`src/hw/trs_io_pkg.sv`:
```
package trs_io_pkg;

  // command codes sent by the esp over spi
  typedef enum logic [7:0] {
    get_cookie  = 8'd0,
    dbus_write  = 8'd4,   // one param byte
    data_ready  = 8'd5,
    get_version = 8'd15,
    abus_read   = 8'd18,
    set_led     = 8'd26   // one param byte, rgb in bits 0..2
  } cmd_e;

  // service codes shown to the esp on esp_s
  typedef enum logic [3:0] {
    trs_io_in  = 4'd0,
    trs_io_out = 4'd1,
    frehd_in   = 4'd2,
    frehd_out  = 4'd3,
    printer_rd = 4'd4,
    printer_wr = 4'd5,
    idle_code  = 4'd15    // nothing pending
  } esp_code_e;

  // reply bytes
  localparam logic [7:0] COOKIE  = 8'haf;
  localparam logic [7:0] VERSION = {3'd0, 5'd3};   // major 0 minor 3

  // trapped z80 i/o ports
  localparam logic [7:0] TRS_IO_PORT     = 8'd31;
  localparam logic [3:0] FREHD_PORT_HI   = 4'hc;       // c0h..cfh
  localparam logic [5:0] PRINTER_PORT_HI = 6'b111110;  // f8h..fbh

  // parameter bytes of one command, index 0 first on the wire
  typedef logic [1:0][7:0] params_t;

  // flops per input synchronizer
  localparam int SYNC_STAGES = 3;

endpackage

```
`src/hw/trs_io_ifs.sv`:
```
`timescale 1ns/1ps

// byte level link between the spi slave and the command logic
interface spi_link_if;
  logic [7:0] rx_byte;
  logic       rx_valid;   // one cycle per received byte
  logic       msg_start;  // cs fell
  logic       tx_busy;    // reply still shifting out
  logic [7:0] tx_byte;
  logic       tx_load;    // one cycle pulse

  modport port   (output rx_byte, rx_valid, msg_start, tx_busy, input tx_byte, tx_load);
  modport parser (input rx_byte, rx_valid, msg_start);
  modport regs   (output tx_byte, tx_load);
endinterface

// decoded command handed from the parser to the register bank
interface cmd_if import trs_io_pkg::*; ();
  cmd_e    cmd;
  params_t params;
  logic    trigger;   // cmd and params valid in this cycle

  modport parser (output cmd, params, trigger);
  modport regs   (input cmd, params, trigger);
endinterface

```
`src/hw/spi_byte_port.sv`:
```
`timescale 1ns/1ps

module spi_byte_port import trs_io_pkg::*; (
  input  logic     clk,
  input  logic     cass_out_sel_n,
  input  logic     sck,
  input  logic     cs_fpga,
  input  logic     mosi,
  output logic     miso,
  spi_link_if.port link
);

  logic [SYNC_STAGES-1:0] sck_q;   // bit 0 samples the pin
  logic [SYNC_STAGES-1:0] cs_q;
  logic [SYNC_STAGES-1:0] mosi_q;
  logic                   sck_rise;
  logic                   sck_fall;
  logic                   cs_active;
  logic                   cs_fall;
  logic                   mosi_bit;
  logic [2:0]             bit_cnt;   // bits of the current byte
  logic [6:0]             rx_shift;
  logic [7:0]             tx_shift;  // msb drives miso
  logic [3:0]             tx_bits;   // reply bits the master has yet to sample

  // pin synchronizers
  always_ff @(posedge clk or negedge cass_out_sel_n) begin
    if (!cass_out_sel_n) begin
      sck_q  <= '0;
      cs_q   <= '1;   // cs idles high
      mosi_q <= '0;
    end else begin
      sck_q  <= {sck_q[SYNC_STAGES-2:0], sck};
      cs_q   <= {cs_q[SYNC_STAGES-2:0], cs_fpga};
      mosi_q <= {mosi_q[SYNC_STAGES-2:0], mosi};
    end
  end

  assign sck_rise  = sck_q[SYNC_STAGES-2] & ~sck_q[SYNC_STAGES-1];
  assign sck_fall  = ~sck_q[SYNC_STAGES-2] & sck_q[SYNC_STAGES-1];
  assign cs_active = ~cs_q[SYNC_STAGES-2];
  assign cs_fall   = ~cs_q[SYNC_STAGES-2] & cs_q[SYNC_STAGES-1];
  assign mosi_bit  = mosi_q[SYNC_STAGES-1];   // one clock older than the sck edge

  // bit counter and byte strobe
  always_ff @(posedge clk or negedge cass_out_sel_n) begin
    if (!cass_out_sel_n) begin
      bit_cnt        <= '0;
      link.rx_valid  <= 1'b0;
      link.msg_start <= 1'b0;
    end else begin
      link.msg_start <= cs_fall;
      link.rx_valid  <= 1'b0;
      if (!cs_active) begin
        bit_cnt <= '0;   // realign on every frame
      end else if (sck_rise) begin
        bit_cnt       <= bit_cnt + 3'd1;
        link.rx_valid <= (bit_cnt == 3'd7) && !link.tx_busy;   // dummy byte of a reply dropped
      end
    end
  end

  // mosi shifter, msb first
  always_ff @(posedge clk) begin
    if (cs_active && sck_rise) begin
      rx_shift <= {rx_shift[5:0], mosi_bit};
      if (bit_cnt == 3'd7)
        link.rx_byte <= {rx_shift, mosi_bit};
    end
  end

  // reply shifter
  // the master samples on rise so a fall only shifts once a bit was taken
  always_ff @(posedge clk or negedge cass_out_sel_n) begin
    if (!cass_out_sel_n) begin
      tx_shift <= '0;
      tx_bits  <= '0;
    end else if (link.tx_load) begin
      tx_shift <= link.tx_byte;   // msb on miso right away
      tx_bits  <= 4'd8;
    end else if (cs_active) begin
      if (sck_rise && link.tx_busy)
        tx_bits <= tx_bits - 4'd1;
      if (sck_fall && tx_bits != 4'd8)
        tx_shift <= {tx_shift[6:0], 1'b0};   // zero fill leaves miso low after
    end
  end

  assign link.tx_busy = (tx_bits != 4'd0);
  assign miso         = tx_shift[7];

endmodule

```
`src/hw/cmd_parser.sv`:
```
`timescale 1ns/1ps

module cmd_parser import trs_io_pkg::*; (
  input  logic       clk,
  input  logic       cass_out_sel_n,
  spi_link_if.parser link,
  cmd_if.parser      cmd
);

  typedef enum logic {
    idle,          // waiting for a command byte
    read_params    // collecting parameter bytes
  } state_e;

  state_e     state;
  logic [1:0] params_left;   // bytes still expected
  logic       param_idx;     // slot for the next byte
  logic       take_param;

  // param bytes only land while the fsm waits for them
  assign take_param = link.rx_valid && (state == read_params);

  always_ff @(posedge clk or negedge cass_out_sel_n) begin
    if (!cass_out_sel_n) begin
      state       <= idle;
      params_left <= '0;
      param_idx   <= 1'b0;
      cmd.cmd     <= get_cookie;
      cmd.trigger <= 1'b0;
    end else begin
      cmd.trigger <= 1'b0;   // single cycle pulse
      if (link.msg_start) begin
        state <= idle;   // half received command is dropped
      end else if (link.rx_valid) begin
        case (state)
          idle: begin
            cmd.cmd   <= cmd_e'(link.rx_byte);
            param_idx <= 1'b0;
            case (link.rx_byte)
              dbus_write,
              set_led: begin
                params_left <= 2'd1;
                state       <= read_params;
              end
              default: begin
                cmd.trigger <= 1'b1;   // no params or unknown code
              end
            endcase
          end
          read_params: begin
            param_idx   <= param_idx + 1'b1;
            params_left <= params_left - 2'd1;
            if (params_left == 2'd1) begin
              cmd.trigger <= 1'b1;   // last param in
              state       <= idle;
            end
          end
        endcase
      end
    end
  end

  // parameter bytes
  always_ff @(posedge clk) begin
    if (take_param)
      cmd.params[param_idx] <= link.rx_byte;
  end

endmodule

```
`src/hw/host_regs.sv`:
```
`timescale 1ns/1ps

module host_regs import trs_io_pkg::*; (
  input  logic       clk,
  input  logic       cass_out_sel_n,
  input  logic [7:0] trs_a,
  input  logic       port31_hit,
  cmd_if.regs        cmd,
  spi_link_if.regs   link,
  output logic [7:0] trs_d_out,
  output logic       trs_int,
  output logic       led_red,
  output logic       led_green,
  output logic       led_blue,
  output logic       led_err
);

  logic has_reply;   // command answers with one byte

  always_comb begin
    case (cmd.cmd)
      get_cookie,
      get_version,
      abus_read: has_reply = 1'b1;
      default:   has_reply = 1'b0;
    endcase
  end

  always_ff @(posedge clk or negedge cass_out_sel_n) begin
    if (!cass_out_sel_n) begin
      link.tx_load <= 1'b0;
      trs_d_out    <= '0;
      trs_int      <= 1'b0;
      led_red      <= 1'b0;
      led_green    <= 1'b0;
      led_blue     <= 1'b0;
      led_err      <= 1'b0;
    end else begin
      link.tx_load <= cmd.trigger && has_reply;
      if (port31_hit)
        trs_int <= 1'b0;   // z80 looked at trs-io
      if (cmd.trigger) begin
        case (cmd.cmd)
          dbus_write: trs_d_out <= cmd.params[0];
          data_ready: trs_int <= 1'b1;   // wins over a clear in the same cycle
          set_led: begin
            led_red   <= cmd.params[0][0];
            led_green <= cmd.params[0][1];
            led_blue  <= cmd.params[0][2];
          end
          get_cookie, get_version, abus_read: ;   // reply only
          default: led_err <= 1'b1;   // sticky until reset
        endcase
      end
    end
  end

  // reply byte picked up by the spi port with tx_load
  always_ff @(posedge clk) begin
    if (cmd.trigger) begin
      case (cmd.cmd)
        get_cookie:  link.tx_byte <= COOKIE;
        get_version: link.tx_byte <= VERSION;
        abus_read:   link.tx_byte <= trs_a;   // live bus value
        default: ;
      endcase
    end
  end

endmodule

```
`src/hw/trs_port_decode.sv`:
```
`timescale 1ns/1ps

module trs_port_decode import trs_io_pkg::*; (
  input  logic       clk,
  input  logic       cass_out_sel_n,
  input  logic       trs_in_n,
  input  logic       trs_out_n,
  input  logic [7:0] trs_a,
  output logic       access_start,
  output logic       sel,
  output logic       port31_hit,
  output logic [3:0] esp_s
);

  logic [SYNC_STAGES-1:0]      in_q;
  logic [SYNC_STAGES-1:0]      out_q;
  logic [SYNC_STAGES-1:0][7:0] a_q;   // address follows the strobes stage for stage
  logic [7:0]                  a_s;
  logic                        rd_s;  // in strobe active
  logic                        wr_s;  // out strobe active
  logic                        access;
  logic                        access_d;
  logic                        io_hit;
  logic                        frehd_hit;
  logic                        prn_hit;

  always_ff @(posedge clk or negedge cass_out_sel_n) begin
    if (!cass_out_sel_n) begin
      in_q     <= '1;   // strobes idle high
      out_q    <= '1;
      access_d <= 1'b0;
    end else begin
      in_q     <= {in_q[SYNC_STAGES-2:0], trs_in_n};
      out_q    <= {out_q[SYNC_STAGES-2:0], trs_out_n};
      access_d <= access;
    end
  end

  always_ff @(posedge clk) begin
    a_q <= {a_q[SYNC_STAGES-2:0], trs_a};
  end

  assign a_s          = a_q[SYNC_STAGES-1];
  assign rd_s         = ~in_q[SYNC_STAGES-1];
  assign wr_s         = ~out_q[SYNC_STAGES-1];
  assign access       = rd_s | wr_s;
  assign access_start = access & ~access_d;   // first low cycle

  assign io_hit     = (a_s == TRS_IO_PORT);
  assign frehd_hit  = (a_s[7:4] == FREHD_PORT_HI);
  assign prn_hit    = (a_s[7:2] == PRINTER_PORT_HI);
  assign sel        = io_hit | frehd_hit | prn_hit;
  assign port31_hit = access_start & io_hit;

  // service code only while the strobe stays low
  always_comb begin
    esp_s = idle_code;
    if (access) begin
      if (io_hit)
        esp_s = rd_s ? trs_io_in : trs_io_out;
      else if (frehd_hit)
        esp_s = rd_s ? frehd_in : frehd_out;
      else if (prn_hit)
        esp_s = rd_s ? printer_rd : printer_wr;
    end
  end

endmodule

```
`src/hw/esp_req_timer.sv`:
```
`timescale 1ns/1ps

module esp_req_timer import trs_io_pkg::*; #(
  parameter int REQ_PULSE_CYCLES = 50
) (
  input  logic clk,
  input  logic cass_out_sel_n,
  input  logic access_start,
  input  logic sel,
  input  logic done,
  output logic req,
  output logic trs_wait
);

  localparam int CNT_W = $clog2(REQ_PULSE_CYCLES + 1);

  logic [CNT_W-1:0]       count;    // req cycles left
  logic [SYNC_STAGES-1:0] done_q;
  logic                   done_rise;

  assign done_rise = done_q[SYNC_STAGES-2] & ~done_q[SYNC_STAGES-1];

  always_ff @(posedge clk or negedge cass_out_sel_n) begin
    if (!cass_out_sel_n) begin
      count    <= '0;
      done_q   <= '0;
      trs_wait <= 1'b0;
    end else begin
      done_q <= {done_q[SYNC_STAGES-2:0], done};
      if (access_start && sel) begin
        count    <= CNT_W'(REQ_PULSE_CYCLES);   // also restarts a running pulse
        trs_wait <= 1'b1;   // z80 held until the esp is done
      end else begin
        if (count != '0)
          count <= count - 1'b1;
        if (done_rise)
          trs_wait <= 1'b0;
      end
    end
  end

  assign req = (count != '0);   // exactly REQ_PULSE_CYCLES wide

endmodule

```
`src/hw/trs_io_top.sv`:
```
`timescale 1ns/1ps

module trs_io_top #(
  parameter int REQ_PULSE_CYCLES = 50   // esp req width in clk cycles
) (
  input  logic       clk,
  input  logic       cass_out_sel_n,
  input  logic       sck,
  input  logic       cs_fpga,
  input  logic       mosi,
  input  logic       trs_in_n,
  input  logic       trs_out_n,
  input  logic       done,
  input  logic [7:0] trs_a,
  output logic       miso,
  output logic [3:0] esp_s,
  output logic       req,
  output logic       trs_wait,
  output logic       trs_int,
  output logic [7:0] trs_d_out,
  output logic       led_red,
  output logic       led_green,
  output logic       led_blue,
  output logic       led_err
);

  spi_link_if link ();
  cmd_if      cmd_bus ();

  logic access_start;
  logic sel;
  logic port31_hit;

  // esp command side
  spi_byte_port spi_byte_port_inst (
    .clk            (clk),
    .cass_out_sel_n (cass_out_sel_n),
    .sck            (sck),
    .cs_fpga        (cs_fpga),
    .mosi           (mosi),
    .miso           (miso),
    .link           (link.port)
  );

  cmd_parser cmd_parser_inst (
    .clk            (clk),
    .cass_out_sel_n (cass_out_sel_n),
    .link           (link.parser),
    .cmd            (cmd_bus.parser)
  );

  host_regs host_regs_inst (
    .clk            (clk),
    .cass_out_sel_n (cass_out_sel_n),
    .trs_a          (trs_a),
    .port31_hit     (port31_hit),
    .cmd            (cmd_bus.regs),
    .link           (link.regs),
    .trs_d_out      (trs_d_out),
    .trs_int        (trs_int),
    .led_red        (led_red),
    .led_green      (led_green),
    .led_blue       (led_blue),
    .led_err        (led_err)
  );

  // z80 i/o trap side
  trs_port_decode trs_port_decode_inst (
    .clk            (clk),
    .cass_out_sel_n (cass_out_sel_n),
    .trs_in_n       (trs_in_n),
    .trs_out_n      (trs_out_n),
    .trs_a          (trs_a),
    .access_start   (access_start),
    .sel            (sel),
    .port31_hit     (port31_hit),
    .esp_s          (esp_s)
  );

  esp_req_timer #(
    .REQ_PULSE_CYCLES (REQ_PULSE_CYCLES)
  ) esp_req_timer_inst (
    .clk            (clk),
    .cass_out_sel_n (cass_out_sel_n),
    .access_start   (access_start),
    .sel            (sel),
    .done           (done),
    .req            (req),
    .trs_wait       (trs_wait)
  );

endmodule

```
`config.mk`:
```
export PLATFORM = sky130hd
export DESIGN_NAME = trs_io_top
export DESIGN_NICKNAME = d
export VERILOG_FILES = /design/src/hw/trs_io_pkg.sv /design/src/hw/trs_io_ifs.sv /design/src/hw/spi_byte_port.sv /design/src/hw/cmd_parser.sv /design/src/hw/host_regs.sv /design/src/hw/trs_port_decode.sv /design/src/hw/esp_req_timer.sv /design/src/hw/trs_io_top.sv
export SDC_FILE = /design/constraint.sdc
export NUM_CORES = 1
export LEC_CHECK = 0
export ABC_AREA = 1
export BUFFER_PORTS_ARGS = -buffer_cell sky130_fd_sc_hd__buf_4
export CORE_MARGIN = 1
export CORE_UTILIZATION = 45
export CTS_CLUSTER_SIZE = 12
export DETAILED_ROUTE_END_ITERATION = 16
export SLEW_MARGIN = 20
export SYNTH_ARGS = -nofsm -noshare
export SYNTH_HDL_FRONTEND = slang
export SYNTH_HIERARCHICAL = 1
export SYNTH_SLANG_ARGS = --single-unit
```
`constraint.sdc`:
```
create_clock -name clk -period 1.45 [get_ports clk]
set_input_delay 0.2175 -clock clk [delete_from_list [all_inputs] [get_ports clk]]
set_output_delay 0.2175 -clock clk [all_outputs]
set_load 0.005 [all_outputs]
```
# Word level (Yosys, flattened, before mapping)
# Cells that the tools add are included.
[word_totals] inputBits=16 word_cells=149 ff_bits=133 output_inout_bits=20
[op_classes] muxes=42 bitwise=19 n_eq_ne=15 reduce_logical=32 magnitude_cmp=2 add_sub_neg=5
[op_table] operator="$eq A8 B5 Y1 const B" n=4
[op_table] operator="$mux W8" n=4
[op_table] operator="$mux W4" n=7
[op_table] operator="$eq A8 B3 Y1 const B" n=3
[op_table] operator="$pmux W8 S3" n=1
[op_table] operator="$mux W1" n=19
[op_table] operator="$bwmux W16" n=1
[op_table] operator="$reduce_and A2 Y1" n=8
[op_table] operator="$mux W6" n=2
[op_table] operator="$reduce_bool A2 Y1" n=6
[op_table] operator="$not A1 Y1" n=10
[op_table] operator="$demux W8 S1" n=1
[op_table] operator="$eq A8 B4 Y1 const B" n=1
[op_table] operator="$logic_and A1 B1 Y1" n=8
[op_table] operator="$logic_not A8 Y1" n=1
[op_table] operator="$and A1 B1 Y1" n=6
[op_table] operator="$eq A6 B6 Y1 const B" n=1
[op_table] operator="$mux W3" n=2
[op_table] operator="$pmux W1 S2" n=3
[op_table] operator="$reduce_and A3 Y1" n=2
[op_table] operator="$reduce_bool A6 Y1" n=1
[op_table] operator="$reduce_or A6 Y1" n=1
[op_table] operator="$sub A6 B1 Y6 const B" n=1
[op_table] operator="$eq A4 B4 Y1 const B" n=1
[op_table] operator="19 further kinds" n=21

# Logic depth before layout (Yosys ltp)
# Gate-level depths: netlist of run 1.
[depth] word_depth=7 depth_mapped=9 depth_no_buf=9

# Hierarchy
# The synthesis of run 1 kept the hierarchy.
[modules_own_cells] module="spi_byte_port" instances=1 cells_per_inst=142 area_per_inst_um2=1610.3
[modules_own_cells] module="cmd_parser" instances=1 cells_per_inst=95 area_per_inst_um2=1152.4
[modules_own_cells] module="host_regs" instances=1 cells_per_inst=121 area_per_inst_um2=1073.5
[modules_own_cells] module="trs_port_decode" instances=1 cells_per_inst=60 area_per_inst_um2=799.5
[modules_own_cells] module="esp_req_timer" instances=1 cells_per_inst=56 area_per_inst_um2=506.7

# Worst setup path after synthesis of run 1
# Ideal clock, no wire load.
[synth_path] path_kind="reg-to-reg" start="reg spi_byte_port_inst.sck_q[2]" end="reg spi_byte_port_inst.link.rx_byte[0], enable pin" arrival_time_ns=1.238 stages_incl_launch_ff=6 n_path_buf=0 path_slack_ns=-0.158 period_less_slack_ns=1.608 setup_time_ns=0.371 cell_sequence="dfrtp_1 -> inv_2 -> nand2_2 -> nor2_4 -> inv_1 -> nor2_1"
[synth_between] elab_chain_cells=4
[synth_lines] element="from (decl)" line_no="spi_byte_port.sv:13" text="logic [SYNC_STAGES-1:0] sck_q;"
[synth_lines] element="from (signal assigned)" line_no="spi_byte_port.sv:33" text="sck_q <= {sck_q[SYNC_STAGES-2:0], sck};"
[synth_lines] element="$not A1 Y1" line_no="spi_byte_port.sv:39" text="assign sck_rise = sck_q[SYNC_STAGES-2] & ~sck_q[SYNC_STAGES-1];"
[synth_lines] element="$and A1 B1 Y1" line_no="spi_byte_port.sv:39"
[synth_lines] element="$logic_and A1 B1 Y1" line_no="spi_byte_port.sv:65" text="if (cs_active && sck_rise) begin"
[synth_lines] element="$reduce_and A2 Y1 (no line)"
[synth_lines] element="to (signal assigned)" line_no="spi_byte_port.sv:68" text="link.rx_byte <= {rx_shift, mosi_bit};"
[synth_lines] element="to (decl)" line_no="trs_io_ifs.sv:12" text="modport port (output rx_byte, rx_valid, msg_start, tx_busy, input tx_byte, tx_load);"
# Every way passes these cells.
# A chain may end at the register's enable or synchronous reset.

# Final worst setup path of run 1
[layout_path] start="reg esp_req_timer_inst.count[0]" end="out req"
[layout_between] elab_chain_cells=1
[layout_lines] element="from (decl)" line_no="esp_req_timer.sv:17" text="logic [CNT_W-1:0] count;"
[layout_lines] element="from (signal assigned)" line_no="esp_req_timer.sv:31" text="count <= CNT_W'(REQ_PULSE_CYCLES);"
[layout_lines] element="from (signal assigned)" line_no="esp_req_timer.sv:35" text="count <= count - 1'b1;"
[layout_lines] element="$reduce_bool A6 Y1" line_no="esp_req_timer.sv:42" text="assign req = (count != '0);"
[layout_lines] element="to (decl)" line_no="trs_io_top.sv:17" text="output logic req,"
# Every way passes these cells.

==> Implementation_results.wiki, run 1 <==
{| class="wikitable"
! Metric !! Value
|-
| # nets final || 578
|-
| Final core utilization || 61.2%
|-
| Design Power || 9420 uW
|-
| Finish-stage setup viols || 5
|-
| Sum of overflow across all layers after global routing || 0
|-
| Status || complete, but fails checks
|-
| Clk_skew || 0.00796 ns
|-
| Number of DRC markers in iteration 0 || 106
|-
| Post-layout instance area || 6380 um^2
|-
| Worst Path Required || 1.23 ns
|-
| Final Hold Violating Endpoints || 0
|-
| Number of H-tree branching levels || 4
|-
| Failing checks || negative setup slack
|-
| Register clock-pin slew on the reported worst setup and hold paths || 0.05 ns
|-
| CP most frequent cell || inv_2
|-
| Maximum clock frequency || 0.598 GHz
|-
| Clock Root Buffer || clkbuf_8
|-
| Horiz. Die Dim || 106 um
|-
| Critical Path, Cell by Cell || inv_2, ha_4, inv_2, nor2_4, nand3_4, buf_6
|-
| Post-synth net total || 488
|-
| Crit path DAT || 1.46 ns
|-
| Total routing usage reported by global routing || 16.6%
|-
| Number of search-and-repair iterations in the first detailed-routing pass || 4
|-
| # IOs || 36
|-
| Category of the most critical setup path || reg -> out
|-
| Insertion delay to the later sink of the worst-skew pair || 0.51 ns
|-
| Cell area after synthesis || 4900 um^2
|-
| Total clock buffers created by CTS || 17
|-
| Max Buffers Root-to-Sink || 2
|-
| Slowest Stage Delay on Critical Path || 0.38 ns
|-
| Filler instances || 836
|-
| Total detailed-routing wirelength || 8240 um
|-
| Wire length of the first global-routing pass || 14300 um
|-
| Count of unresolved DRC violations after routing || 0
|-
| Final worst path period share || 115%
|-
| Pleak || 0.00307 uW
|-
| Number of antenna violations at the first check in global routing || 0
|-
| Y dimension of the die || 106 um
|-
| Vias post-DR || 3233
|-
| Average wire per standard cell || 11.7 um
|-
| Launching element type of the critical path || register
|-
| Post-placement cell area || 5450 um^2
|-
| Post-route minimum period || 1.67 ns
|-
| Maximum capacitance violations || 0
|-
| Pin slew with the least headroom to its limit || 0.415 ns
|-
| Unrepaired setup endpoints after global routing || yes
|-
| Hpwl dp || 5570 um
|-
| Worst-path maximum fanout || 2
|-
| Ratio of routed vias to standard cells || 4.59
|-
| Nature of the critical path endpoint || primary output
|-
| GPL Wtd Cong || 0.831
|-
| Inserted Diodes || 0
|-
| Cell with the largest stage delay on the worst path || dfrtp_1
|-
| Pin count of the biggest net entering global routing || 37
|-
| Max_slew headroom || 72.3%
|-
| Max-slew violation count || 0
|-
| Die Area || 11300 um^2
|-
| Clock tree from TritonCTS || yes
|-
| Synthesized area per cell || 10.5 um^2
|-
| Starting utilization of the core area || 47.0%
|-
| Worst hold slack || 0.0889 ns
|-
| Core Area || 10400 um^2
|-
| Peak VDD IR || 924 uV
|-
| Core Rows || 37
|-
| Synth Warn # || 6
|-
| IO Port Bufs || 35
|-
| Remaining antenna violation count || 0
|-
| Min-Delay Path Class || in -> async
|-
| Share of layout cells above drive strength 1 || 31.0%
|-
| Count of clock tree sinks || 125
|-
| Final cell count without fillers || 704
|-
| Number of placed cells counting well taps || 647
|-
| Area growth from synthesis to layout || 30.2%
|-
| Power density normalized to cell area || 1480 nW/um^2
|-
| Number of global-route vias before repair || 3158
|-
| Cell count after synthesis || 465
|-
| Final Worst Setup Slack || -0.224 ns
|}
[repair_timing]
action,4_1_cts,5_1_grt
gates cloned,0,0
hold endpoints to repair,89,0
gates resized for setup,17,6
hold buffers,15,0
endpoints found under the setup margin,13,14
setup buffers,8,2
pin swaps,11,7
[per-layer routing]
| metal | vias up | global-route usage [%] | wire (um) |
|---|---|---|---|
| li1 | 1663 | - | - |
| met5 | - | 0 | 0 |
| met3 | 12 | 6.01 | 290 |
| met4 | 0 | 8.13 | 116 |
| met1 | 1504 | 20.9 | 3940 |
| met2 | 54 | 25.4 | 3890 |
[sequential cells by signal, summed over array words and instances, names as in the netlist, 6 cells and up]
signal	count
trs_port_decode_inst/a_q	16
cmd_parser_inst/cmd.cmd	8
cmd_parser_inst/cmd.params	8
host_regs_inst/link.tx_byte	8
host_regs_inst/trs_d_out	8
spi_byte_port_inst/link.rx_byte	8
spi_byte_port_inst/tx_shift	8
trs_port_decode_inst/a_s	8
spi_byte_port_inst/rx_shift	7
esp_req_timer_inst/count	6
[cell type report]
cell class / count / area [um^2] / share of cell area (%)
Multi-Input combinational cell: 281 / 1540 / 24.1
Timing Repair Buffer: 76 / 661 / 10.4
Sequential cell: 125 / 3180 / 49.9
Clock buffer: 26 / 563 / 8.83
Clock inverter: 6 / 65.1 / 1.02
Inverter: 54 / 203 / 3.18
Tap cell: 136 / 170 / 2.67
[where the power goes]
group / switching, uW / total [uW] / internal (uW)
combinational: 625 / 1140 / 518
clock: 1450 / 4270 / 2820
sequential: 182 / 4010 / 3830
[path summary, 6_finish.rpt]
| path | startpoint | to | slack (ns) | cells after the start |
|---|---|---|---|---|
| worst max-delay path | esp_req_timer_inst/count[0]$_DFFE_PN0P_ | req | -0.22 | 6 |
| min in group clk | trs_port_decode_inst/a_q[0]$_DFF_P_ | trs_port_decode_inst/a_q[8]$_DFF_P_ | 0.32 | 0 |
| worst max register to register | cmd_parser_inst/cmd.cmd[0]$_DFFE_PN0P_ | host_regs_inst/link.tx_byte[4]$_SDFFCE_PN0P_ | 0.05 | 8 |
| worst min-delay path | cass_out_sel_n | host_regs_inst/trs_d_out[4]$_DFFE_PN0P_ | 0.09 | 2 |
| worst min register to register | trs_port_decode_inst/a_q[0]$_DFF_P_ | trs_port_decode_inst/a_q[8]$_DFF_P_ | 0.32 | 0 |
| max in group asynchronous | cass_out_sel_n | spi_byte_port_inst/cs_q[2]$_DFF_PN1_ | 0.88 | 3 |
[worst max-delay path, delay by kind of cell, from the launching register on]
family	cells	cell delay [ns]
adders and majority gates	1	0.14
buffers and inverters	3	0.25
and+or+nand+nor	2	0.19
DFF	1	0.38
[cell usage in the layout, fill, tap and decap left out, types with 2 or more instances in the layout]
cell type,n
nand2_1,138
dfrtp_1,61
buf_4,54
inv_1,36
nand3_1,32
edfxtp_1,31
nor2_1,23
clkbuf_16,20
dfxtp_1,20
inv_2,18
nand2_2,15
dlygate4sd3_1,15
o21ai_1,12
nor2_4,9
dfstp_2,9
o21ai_2,8
nand2_4,6
ha_1,6
nor2_2,6
nand4_1,6
clkbuf_8,4
buf_6,4
dfxtp_2,4
o21ai_0,3
nand3_4,3
buf_12,3
clkbuf_1,2
clkinvlp_4,2
nor2_8,2
nor3_2,2
xor2_1,2
or2_1,2
[stage by stage]
step / setup TNS (ns) / worst slack, ns
floorplan: 0 / 0.00368
global placement: 0 / 0.0163
detailed placement: 0 / 0.00871
CTS: -0.968 / -0.256
global route: -2.11 / -0.314
finish: -0.866 / -0.224
Note: power is estimated with default switching activity, not from simulation.
==> run 2: changes to the inputs <==
clock period = 1.6 ns   (was 1.45 ns; I/O delays follow)
==> run 2 against run 1 <==
Effect of this change: the flow still finishes with violations (negative setup slack); non-clock buffer count is 9 lower; wire length grew 1.7%; clock-buffer cell count down 3; critical path type unchanged; critical endpoint unchanged; largest cell class unchanged.
==> Implementation_results.wiki, run 2 (synthesized netlist as in run 1, its figures left out) <==
{| class="wikitable"
! Metric !! Value
|-
| Maximum capacitance violations || 0
|-
| # IOs || 36
|-
| Register with the highest flop count || trs_port_decode_inst/a_q
|-
| Max Buffers Root-to-Sink || 2
|-
| Hpwl dp || 5580 um
|-
| Max-slew violation count || 0
|-
| Most common cell after layout, fill and taps aside || nand2_1
|-
| Remaining antenna violation count || 0
|-
| Max_slew headroom || 72.4%
|-
| GPL Wtd Cong || 0.846
|-
| Insertion delay to the later sink of the worst-skew pair || 0.51 ns
|-
| Clock tree from TritonCTS || yes
|-
| Status || complete, but fails checks
|-
| Area growth from synthesis to layout || 28.2%
|-
| Number of search-and-repair iterations in the first detailed-routing pass || 4
|-
| Cell with the largest stage delay on the worst path || dfrtp_1
|-
| Sum of overflow across all layers after global routing || 0
|-
| Inserted Diodes || 0
|-
| Wire length of the first global-routing pass || 14600 um
|-
| Pleak || 0.00303 uW
|-
| Y dimension of the die || 106 um
|-
| Pin count of the biggest net entering global routing || 41
|-
| Unrepaired setup endpoints after global routing || yes
|-
| Category of the most critical setup path || reg -> out
|-
| Register clock-pin slew on the reported worst setup and hold paths || 0.06 ns
|-
| Final worst path period share || 106%
|-
| Post-route minimum period || 1.70 ns
|-
| Final Hold Violating Endpoints || 0
|-
| Finish-stage setup viols || 5
|-
| Final Worst Setup Slack || -0.103 ns
|-
| Number of antenna violations at the first check in global routing || 0
|-
| Average wire per standard cell || 12.1 um
|-
| CP most frequent cell || inv_2
|-
| Ratio of routed vias to standard cells || 4.63
|-
| Peak VDD IR || 776 uV
|-
| Total routing usage reported by global routing || 16.7%
|-
| Clk_skew || 0.00907 ns
|-
| Design Power || 8630 uW
|-
| Total clock buffers created by CTS || 17
|-
| IO Port Bufs || 35
|-
| Die Area || 11300 um^2
|-
| Number of H-tree branching levels || 4
|-
| Max FFs per register || 16
|-
| Worst Path Required || 1.36 ns
|-
| Count of clock tree sinks || 125
|-
| Power density normalized to cell area || 1380 nW/um^2
|-
| Min-Delay Path Class || in -> async
|-
| Launching element type of the critical path || register
|-
| Core Area || 10400 um^2
|-
| Failing checks || negative setup slack
|-
| Number of global-route vias before repair || 3233
|-
| Slowest Stage Delay on Critical Path || 0.41 ns
|-
| Share of layout cells above drive strength 1 || 30.1%
|-
| Nature of the critical path endpoint || primary output
|-
| Horiz. Die Dim || 106 um
|-
| Worst-path maximum fanout || 2
|-
| Number of DRC markers in iteration 0 || 59
|-
| Vias post-DR || 3221
|-
| # nets final || 569
|-
| Worst hold slack || 0.109 ns
|-
| Clock Root Buffer || clkbuf_8
|-
| Core Rows || 37
|-
| Critical Path, Cell by Cell || inv_2, ha_4, inv_2, nor2_4, nand3_4, buf_6
|-
| Most frequent cells in the layout || nand2_1 (137), dfrtp_1 (61), buf_4 (46), inv_1 (36), nand3_1 (32)
|-
| Maximum clock frequency || 0.587 GHz
|-
| Place WS || 0.0194 ns
|-
| Count of unresolved DRC violations after routing || 0
|-
| Filler instances || 888
|-
| Starting utilization of the core area || 47.0%
|-
| Total detailed-routing wirelength || 8390 um
|-
| Pin slew with the least headroom to its limit || 0.414 ns
|-
| Crit path DAT || 1.46 ns
|}
-- run 2: cell type report --
cell class,count,area [um^2],share of cell area (%)
inverter,54,203,3.23
timing repair buffer,67,572,9.11
multi-input combinational,281,1510,24.1
clock inverter,9,119,1.89
clock buffer,23,520,8.29
tap,136,170,2.71
sequential,125,3180,50.6
-- run 2: metal layers --
layer / vias to the layer above / global-route usage [%] / routed length [um]
li1: 1643 / - / -
met1: 1511 / 21.3 / 4010
met2: 58 / 26.6 / 3980
met3: 9 / 4.84 / 307
met4: 0 / 7.14 / 92
met5: - / 0 / 0
-- run 2: final timing paths --
| check | start | to | slack (ns) | cells past startpoint |
|---|---|---|---|---|
| setup / recovery | esp_req_timer_inst/count[1]$_DFFE_PN0P_ | req | -0.10 | 6 |
| hold / removal | cass_out_sel_n | host_regs_inst/trs_d_out[5]$_DFFE_PN0P_ | 0.11 | 2 |
| setup reg to reg | cmd_parser_inst/cmd.cmd[0]$_DFFE_PN0P_ | host_regs_inst/link.tx_byte[1]$_SDFFCE_PN1P_ | 0.13 | 7 |
| hold reg to reg | trs_port_decode_inst/a_q[7]$_DFF_P_ | trs_port_decode_inst/a_q[15]$_DFF_P_ | 0.32 | 0 |
| max in group asynchronous | cass_out_sel_n | trs_port_decode_inst/in_q[1]$_DFF_PN1_ | 0.94 | 3 |
| min in group clk | trs_port_decode_inst/a_q[7]$_DFF_P_ | trs_port_decode_inst/a_q[15]$_DFF_P_ | 0.32 | 0 |
-- run 2: through the flow --
stage / cells / util [%] / TNS [ns] / instance area, um^2
2_1_floorplan: 465 / - / 0 / 4900
3_3_place_gp: 638 / 51.4 / 0 / 5350
3_5_place_dp: 638 / 51.4 / 0 / 5350
4_1_cts: 693 / 59.8 / -0.452 / 6230
5_1_grt: 695 / 60.3 / -0.601 / 6280
6_report: 695 / 60.3 / -0.179 / 6280
-- run 2: critical path, delay by kind of cell, from the launching register on --
family	cells	cell delay, ns
DFF	1	0.41
buffers and inverters	3	0.24
and+or+nand+nor	2	0.18
adders and majority gates	1	0.13
-- run 2: where the power goes --
group          leakage, uW  internal, uW  switching, uW  total [uW]
Combinational      0.00132           450            561        1010
Clock             0.000307          2600           1390        3990
Sequential         0.00140          3470            161        3630
-- run 2: timing repair --
action                                 4_1_cts  5_1_grt
endpoints found under the hold margin       81        0
setup buffers                                8        2
setup endpoints to repair                    5       13
gates resized for setup                     10       13
hold buffers                                15        0
pin swaps                                    3        5
